File: src/design/pad_cfg.svh
/*
 * game-pad timing and width settings
 * NES poll timing assumes a 64 MHz system clock
 */
`ifndef PAD_CFG_SVH
`define PAD_CFG_SVH

// NES poll timing, sized for the 11-bit cycle counter
`define PAD_NES_LATCH_CYCLES 11'd768   // 12 us latch pulse and one bit slot
`define PAD_NES_HALF_CYCLES  11'd384   // 6 us, high half of a slot

// NES pad
`define PAD_NES_BUTTONS 8              // A B select start up down left right

// SNES frame from the PMOD adapter
`define PAD_SNES_BITS 12               // b y sel start u d l r a x l r

// plausibility limit, more pressed than this is treated as a glitch
`define PAD_MAX_PRESSED 2

`endif

File: src/design/pad_pkg.sv
/*
 * game-pad shared types
 * poller states, NES button byte and SNES frame word
 */
`include "pad_cfg.svh"

package pad_pkg;

    // NES poller states
    typedef enum logic [1:0] {
        LATCH = 2'd0,   // latch pulse high
        FIRST = 2'd1,   // A already on the line, short wait
        SLOT  = 2'd2    // one clock pulse per remaining bit
    } nes_state_t;

    // NES buttons, active high
    // bit 7 A, 6 B, 5 select, 4 start, 3 up, 2 down, 1 left, 0 right
    typedef logic [`PAD_NES_BUTTONS-1:0] nes_byte_t;

    // SNES frame in arrival order, b first
    // bit 11 b, 10 y, 9 select, 8 start, 7 up, 6 down, 5 left, 4 right,
    // bit 3 a, 2 x, 1 l, 0 r
    // all ones means no pad behind the adapter
    typedef logic [`PAD_SNES_BITS-1:0] snes_frame_t;

endpackage

File: src/design/nes_poller.sv
/*
 * NES controller poller
 * drives latch and clock of a classic NES pad, shifts in the eight
 * buttons and publishes the whole byte once per poll
 */
`include "pad_cfg.svh"

module nes_poller
    import pad_pkg::*;
(
    input  logic      clk,
    input  logic      rst_n,
    input  logic      nes_data,    // low while a button is pressed
    output logic      nes_latch,
    output logic      nes_clk,
    output nes_byte_t buttons      // active high, released after reset
);

    // index of the last clocked slot, A comes without a clock pulse
    localparam logic [2:0] LAST_SLOT = 3'(`PAD_NES_BUTTONS - 2);

    nes_state_t state;
    logic [10:0] count;           // cycles within the current state
    logic [2:0]  slot;            // clocked bit slot, B up to right
    nes_byte_t   shift_reg;       // raw line levels, A ends up in the msb
    logic        sample;
    logic        publish;

    // A is valid right after the latch, later bits mid-slot after the clock edge
    assign sample = ((state == FIRST) && (count == '0)) ||
                    ((state == SLOT) && (count == `PAD_NES_HALF_CYCLES));

    // end of the seventh slot, shift register holds all eight bits
    assign publish = (state == SLOT) && (slot == LAST_SLOT) &&
                     (count == `PAD_NES_LATCH_CYCLES);

    always_ff @(posedge clk) begin
        if (!rst_n) begin
            state     <= LATCH;
            count     <= '0;
            slot      <= '0;
            nes_latch <= 1'b0;
            nes_clk   <= 1'b0;
            buttons   <= '0;
        end else begin
            // pins follow the state one cycle late
            nes_latch <= (state == LATCH);
            nes_clk   <= (state == SLOT) && (count <= `PAD_NES_HALF_CYCLES);

            if (publish) begin
                buttons <= ~shift_reg;   // line is low for pressed
            end

            case (state)
                LATCH: begin
                    if (count == `PAD_NES_LATCH_CYCLES) begin
                        count <= '0;
                        state <= FIRST;
                    end else begin
                        count <= count + 11'd1;
                    end
                end
                FIRST: begin
                    // half slot before the first clock pulse
                    if (count == `PAD_NES_HALF_CYCLES) begin
                        count <= '0;
                        slot  <= '0;
                        state <= SLOT;
                    end else begin
                        count <= count + 11'd1;
                    end
                end
                SLOT: begin
                    if (count == `PAD_NES_LATCH_CYCLES) begin
                        count <= '0;
                        if (slot == LAST_SLOT) begin
                            slot  <= '0;
                            state <= LATCH;   // next poll starts right away
                        end else begin
                            slot <= slot + 3'd1;
                        end
                    end else begin
                        count <= count + 11'd1;
                    end
                end
                default: begin
                    count <= '0;
                    slot  <= '0;
                    state <= LATCH;
                end
            endcase
        end
    end

    // sampled bits, msb first
    always_ff @(posedge clk) begin
        if (sample) begin
            shift_reg <= {shift_reg[`PAD_NES_BUTTONS-2:0], nes_data};
        end
    end

endmodule

File: src/design/snes_pmod_capture.sv
/*
 * SNES PMOD capture
 * samples the adapter's serial stream on its own clock and latch
 * and holds the last complete frame
 */
`include "pad_cfg.svh"

module snes_pmod_capture
    import pad_pkg::*;
(
    input  logic        clk,
    input  logic        rst_n,
    input  logic        pmod_data,
    input  logic        pmod_clk,
    input  logic        pmod_latch,
    output snes_frame_t frame        // all ones until a pad is seen
);

    // two-flop synchronizers, index 1 is the usable stage
    logic [1:0]  data_sync;
    logic [1:0]  clk_sync;
    logic [1:0]  latch_sync;
    logic        clk_prev;
    logic        latch_prev;
    logic        clk_rise;
    logic        latch_rise;
    snes_frame_t shift_reg;

    always_ff @(posedge clk) begin
        if (!rst_n) begin
            data_sync  <= '0;
            clk_sync   <= '0;
            latch_sync <= '0;
        end else begin
            data_sync  <= {data_sync[0], pmod_data};
            clk_sync   <= {clk_sync[0], pmod_clk};
            latch_sync <= {latch_sync[0], pmod_latch};
        end
    end

    assign clk_rise   = clk_sync[1] & ~clk_prev;
    assign latch_rise = latch_sync[1] & ~latch_prev;

    always_ff @(posedge clk) begin
        if (!rst_n) begin
            clk_prev   <= 1'b0;
            latch_prev <= 1'b0;
            shift_reg  <= '1;   // reads as no pad
            frame      <= '1;
        end else begin
            clk_prev   <= clk_sync[1];
            latch_prev <= latch_sync[1];
            if (clk_rise) begin
                shift_reg <= {shift_reg[`PAD_SNES_BITS-2:0], data_sync[1]};  // msb first
            end
            if (latch_rise) begin
                frame <= shift_reg;   // whole frame at once
            end
        end
    end

endmodule

File: src/design/snes_frame_decoder.sv
/*
 * SNES frame decoder
 * presence check and pressed-button plausibility filter
 */
`include "pad_cfg.svh"

module snes_frame_decoder
    import pad_pkg::*;
(
    input  snes_frame_t frame,
    output snes_frame_t buttons,   // 1 = pressed, 0 when absent or filtered
    output logic        present
);

    // wide enough to count every bit of the frame
    localparam int CNT_W = $clog2(`PAD_SNES_BITS + 1);

    logic [CNT_W-1:0] ones;
    logic             too_many;

    // population count of the frame
    always_comb begin
        ones = '0;
        for (int i = 0; i < `PAD_SNES_BITS; i++) begin
            ones = ones + CNT_W'(frame[i]);
        end
    end

    // adapter reports all ones with nothing plugged in
    assign present = (frame != '1);

    // the adapter sometimes hands over garbage frames,
    // a real player rarely holds more than a couple of buttons
    assign too_many = (ones > CNT_W'(`PAD_MAX_PRESSED));

    assign buttons = (present && !too_many) ? frame : '0;

endmodule

File: src/design/pad_top.sv
/*
 * game-pad input block
 * NES poller and SNES PMOD receiver side by side, SNES buttons win
 * whenever an SNES pad is present
 */
module pad_top
    import pad_pkg::*;
(
    input  logic clk,
    input  logic rst_n,
    input  logic nes_data,
    input  logic pmod_data,
    input  logic pmod_clk,
    input  logic pmod_latch,
    output logic nes_latch,
    output logic nes_clk,
    output logic a,
    output logic b,
    output logic select,
    output logic start,
    output logic up,
    output logic down,
    output logic left,
    output logic right,
    output logic x,
    output logic y,
    output logic l,
    output logic r,
    output logic snes_active     // 1 = SNES source, 0 = NES source
);

    nes_byte_t   nes_buttons;
    snes_frame_t frame;
    snes_frame_t snes_buttons;
    nes_byte_t   snes_common;    // SNES buttons rearranged into NES order
    nes_byte_t   common;
    logic        present;

    nes_poller nes_poller_i (
        .clk       (clk),
        .rst_n     (rst_n),
        .nes_data  (nes_data),
        .nes_latch (nes_latch),
        .nes_clk   (nes_clk),
        .buttons   (nes_buttons)
    );

    snes_pmod_capture snes_pmod_capture_i (
        .clk        (clk),
        .rst_n      (rst_n),
        .pmod_data  (pmod_data),
        .pmod_clk   (pmod_clk),
        .pmod_latch (pmod_latch),
        .frame      (frame)
    );

    snes_frame_decoder snes_frame_decoder_i (
        .frame   (frame),
        .buttons (snes_buttons),
        .present (present)
    );

    // a, b, select, start, then the four directions
    assign snes_common = {snes_buttons[3], snes_buttons[11], snes_buttons[9:4]};

    // priority select
    assign common      = present ? snes_common : nes_buttons;
    assign snes_active = present;

    assign {a, b, select, start, up, down, left, right} = common;

    // SNES-only buttons, held low on the NES path
    assign x = present & snes_buttons[2];
    assign y = present & snes_buttons[10];
    assign l = present & snes_buttons[1];
    assign r = present & snes_buttons[0];

endmodule

File: config.mk
export PLATFORM = sky130hd
export DESIGN_NAME = pad_top
export DESIGN_NICKNAME = d
export VERILOG_FILES = /design/src/design/pad_pkg.sv /design/src/design/nes_poller.sv /design/src/design/snes_pmod_capture.sv /design/src/design/snes_frame_decoder.sv /design/src/design/pad_top.sv
export VERILOG_INCLUDE_DIRS = /design/src /design/src/design
export SDC_FILE = /design/constraint.sdc
export NUM_CORES = 1
export LEC_CHECK = 0
export BUFFER_PORTS_ARGS = -buffer_cell sky130_fd_sc_hd__buf_2
export CORE_MARGIN = 5
export CORE_UTILIZATION = 23
export DETAILED_ROUTE_END_ITERATION = 10
export GPL_TIMING_DRIVEN = 1
export SETUP_SLACK_MARGIN = 0.3
export SLEW_MARGIN = 20
export SYNTH_ARGS = -nofsm -noshare
export SYNTH_HDL_FRONTEND = slang
export SYNTH_SLANG_ARGS = --single-unit
File: constraint.sdc
create_clock -name clk -period 4.1 [get_ports clk]
set_input_delay 0.205 -clock clk [delete_from_list [all_inputs] [get_ports clk]]
set_output_delay 0.205 -clock clk [all_outputs]
set_load 0.02 [all_outputs]
==> results.md <==
Yosys:
- In this run, synthesis inferred 8 flip-flops with an integrated enable.
- In this run, distinct cell masters in the synthesized netlist total 51.
- The share of flip-flops with an asynchronous set or reset is 0%.
- The flip-flop and latch count after synthesis is 66.
- The number of nets in the synthesized netlist is 328.
- The sequential element share of the synthesized area is between 40 and 50%.
- Synthesis produced a netlist whose cell count is 309.
- The area of the mapped netlist is 2960 µm².
- The most used flip-flop cell after synthesis is sky130_fd_sc_hd__dfxtp_1.
- The post-synthesis average cell area is 9.57 µm².
- The number of warnings printed during yosys synthesis is 0.

Power and ir drop:
- The cell area power density is 495 nW/µm².
- The leakage power total is around 1.6 nW.
- The worst supply voltage drop on vdd is 0.209 mV.

Setup path:
- The critical path contains buffers and inverters numbering 5 combined.
- The signal on the critical path passes through ha_4 > inv_2 > fa_1 > fa_1 > fa_1 > inv_2 > fa_2 > inv_2 > fa_2 > a211o_1 > a2111oi_4 > buf_6 > a22o_1 > buf_6.
- The biggest fanout along the worst timing path is 11.
- At the worst endpoint, the required time is 3.89 ns.
- Grouping stages by cell kind, the critical path spends the most delay in adder cells.
- The startpoint type of the worst setup path is a register.
- The type of the worst setup path is register to primary output.
- The slowest stage of the critical path belongs to the cell sky130_fd_sc_hd__fa_1.
- The arrival time reported for the critical path endpoint is 4.19 ns.
- STA classifies the critical path endpoint as a primary output.
- On the worst path, the slowest cell contributes a delay of 0.53 ns.

Global routing:
- After global routing the overflow that remains totals 0.
- The initial antenna violation count is 0.
- The first global-routing pass estimated approximately 10 mm of wire.
- The largest net degree at the start of global routing is between 50 and 60.
- The all-layer global routing usage is 8.47%.
- The number of global-route vias before repair was 2179.

Die:
- The placeable core area is ~13000 µm².
- Once the floorplan was initialized, standard cells occupied 23.4% of the core.
- The floorplan step defined a die boundary enclosing 15200 µm².
- The die is 123 µm wide.
- Measured along the y axis, the die boundary spans 123 µm.
- The row count is 41.
- The number of primary I/O pins is 21.

STA:
- At the pin with the least slew margin, the transition time is 0.905 ns.
- The clock arrives with 0.00663 ns of skew.
- After layout, the worst setup slack is -0.291 ns.
- The number of endpoints failing setup at the final stage is 12.
- Counting I/O delays and the setup requirement, the final critical path takes 4.39 ns.
- Setup repair after global routing could not meet its margin everywhere.
- The post-route clock period utilization is 107%.
- The post-route setup TNS is -3.18 ns.
- The maximum clock frequency is 228 MHz.
- The final-report max-slew violation count is 0.
- The final hold violation count was 0.
- The worst pin sits at a relative slew slack of 39.3%.

Final layout:
- The layout overhead on the synthesized area is 28.1%.
- After routing the design area is 3790 µm².
- Once layout is complete, the utilization of the core stands at a little under a third.
- The fraction of layout instances using a drive strength above 1 is 21.4%.
- The total number of nets in the final design is 351.
- The repair_antennas step left the layout with diodes totalling 0.

Detailed routing:
- After detailed routing, the average wire length per cell comes to 11.8 µm.
- The first-iteration detailed-routing DRC count is ~110.
- For this run, the detailed router's first-pass iteration total came to 4.
- In the routed layout, each cell is associated on average with a via count of roughly 4.2.
- The via count is 2146.
- The number of antenna-violating nets in the routed design is 0.
- For this run, design rule violations remaining after detail routing come to 0.
- The final routed wirelength across all metal layers is 6.00 mm.

Clock network:
- Clock-pin slew was measured on the worst setup and hold paths at 0.05 ns.
- TritonCTS built the clock tree.
- In this run, post-CTS hold repair placed 0 buffers.
- The root buffer selected by CTS is sky130_fd_sc_hd__clkbuf_16.
- TritonCTS created 9 clock buffers.
- The maximum level of the CTS H-tree is 3.
- The total clock sinks is 66.
- The later-pin clock latency in the skew report is 0.32 ns.
- The maximum buffer depth of the clock tree is 2.

Place:
- The placement-stage cell area is 3330 µm².
- The congestion estimate from routability-driven global placement came to 0.794.
- The HPWL after detailed placement is 4.30 mm.
- Port buffering added 20 buffers.

Outcome:
- The flow ran to the end, but the final reports show violations.
- The final reports fail on setup timing.

Min path:
- The class of the most critical hold timing path is primary input to register.

Job:
- The tool flagged a number of max-cap violations equal to 0.
==> cells in the final DEF (no fill, tap or decap), types with 3 or more instances in the layout <==
cell	netlist	routed
sky130_fd_sc_hd__and3_1	3	3
sky130_fd_sc_hd__inv_1	20	17
sky130_fd_sc_hd__and2_1	12	8
sky130_fd_sc_hd__nand3_1	26	26
sky130_fd_sc_hd__edfxtp_1	8	8
sky130_fd_sc_hd__fa_1	7	5
sky130_fd_sc_hd__inv_2	0	3
sky130_fd_sc_hd__buf_6	1	13
sky130_fd_sc_hd__xnor2_1	3	3
sky130_fd_sc_hd__buf_2	2	8
sky130_fd_sc_hd__dfxtp_1	58	56
sky130_fd_sc_hd__mux2i_1	8	8
sky130_fd_sc_hd__o211ai_1	5	5
sky130_fd_sc_hd__ha_1	6	5
sky130_fd_sc_hd__nand4_1	7	7
sky130_fd_sc_hd__nand2b_1	10	10
sky130_fd_sc_hd__xor2_1	6	6
sky130_fd_sc_hd__clkbuf_16	0	10
sky130_fd_sc_hd__buf_4	0	5
sky130_fd_sc_hd__nand2_1	56	56
sky130_fd_sc_hd__a22o_4	0	6
sky130_fd_sc_hd__nor2_1	15	15
sky130_fd_sc_hd__and2_4	0	4
==> worst paths after layout <==
path / startpoint / endpoint / slack [ns] / depth (start not counted)
setup / recovery: snes_pmod_capture_i.frame[0] / right / -0.29 / 14
hold / removal: nes_data / nes_poller_i.shift_reg[0] / 0.08 / 1
setup reg to reg: nes_poller_i.count[4] / nes_poller_i.buttons[6] / 2.18 / 4
hold reg to reg: snes_pmod_capture_i.clk_sync[0] / snes_pmod_capture_i.clk_sync[1] / 0.43 / 1
==> layout make-up <==
class	instances	area, µm²
timing repair buffer	26	224
sequential	66	1400
fill	1325	8830
tap	172	215
clock inverter	3	67.6
clock buffer	13	282
multi-input combinational	209	1520
inverter	20	75.1
==> cells in the mapped netlist (2+ instances only) <==
| cell type | count | area, µm² |
|---|---|---|
| sky130_fd_sc_hd__a22o_1 | 8 | 70.1 |
| sky130_fd_sc_hd__clkbuf_1 | 10 | 37.5 |
| sky130_fd_sc_hd__o211ai_1 | 5 | 37.5 |
| sky130_fd_sc_hd__dfxtp_1 | 58 | 1160 |
| sky130_fd_sc_hd__buf_2 | 2 | 10.0 |
| sky130_fd_sc_hd__inv_1 | 20 | 75.1 |
| sky130_fd_sc_hd__and2_1 | 12 | 75.1 |
| sky130_fd_sc_hd__nand3_1 | 26 | 130 |
| sky130_fd_sc_hd__o22ai_1 | 2 | 12.5 |
| sky130_fd_sc_hd__nor4b_1 | 2 | 17.5 |
| sky130_fd_sc_hd__nor2b_1 | 3 | 18.8 |
| sky130_fd_sc_hd__nand2b_1 | 10 | 62.6 |
| sky130_fd_sc_hd__nor2_1 | 15 | 56.3 |
| sky130_fd_sc_hd__nand2_1 | 56 | 210 |
| sky130_fd_sc_hd__edfxtp_1 | 8 | 240 |
| sky130_fd_sc_hd__and4b_1 | 2 | 20.0 |
| sky130_fd_sc_hd__xor2_1 | 6 | 52.6 |
| sky130_fd_sc_hd__ha_1 | 6 | 75.1 |
| sky130_fd_sc_hd__fa_1 | 7 | 140 |
| sky130_fd_sc_hd__nand4_1 | 7 | 43.8 |
| sky130_fd_sc_hd__nor3b_1 | 2 | 15.0 |
| sky130_fd_sc_hd__mux2i_1 | 8 | 80.1 |
| sky130_fd_sc_hd__and3_1 | 3 | 18.8 |
| sky130_fd_sc_hd__xnor2_1 | 3 | 26.3 |
| sky130_fd_sc_hd__nor3_1 | 2 | 10.0 |
==> layer usage <==
layer	vias up	routed length [µm]	GRT usage [%]
li1	1104	-	-
met1	1003	2770	10.4
met2	30	2900	13.9
met3	9	218	2.52
met4	0	99	3.53
met5	-	0	0
==> per-stage QoR <==
stage                     power (mW)  setup WS [ns]  instances  hold slack [ns]
after floorplan                0.921          0.247        309            0.304
after global routing            1.96         -0.441        509           0.0723
after CTS                       1.90         -0.287        509           0.0757
final                           1.87         -0.291        509           0.0809
after global placement         0.974         0.0846        492            0.406
after detailed placement       0.985        -0.0571        492            0.409
==> cells by family after synthesis <==
family	count (synthesis)	synth area share [%]
DFF	66	47.4
and+or+nand+nor	153	28.0
buffers and inverters	34	4.66
AOI/OAI and AO/OA	26	7.28
muxes	8	2.71
xor gates and xnor gates	9	2.67
adders and majority gates	13	7.28
==> power by group <==
group | switching [mW] | internal [mW] | leakage (nW)
Clock | 0.260 | 0.602 | 0.167
Sequential | 0.0166 | 0.672 | 0.544
Combinational | 0.167 | 0.157 | 0.846
==> timing repair <==
| action | 4_1_cts | 5_1_grt |
|---|---|---|
| gates resized for setup | 29 | 0 |
| endpoints found under the setup margin | 12 | 12 |
| buffers inserted | 1 | 0 |
| endpoints found under the hold margin | 0 | 0 |
Note: power is estimated with default switching activity, not from simulation.
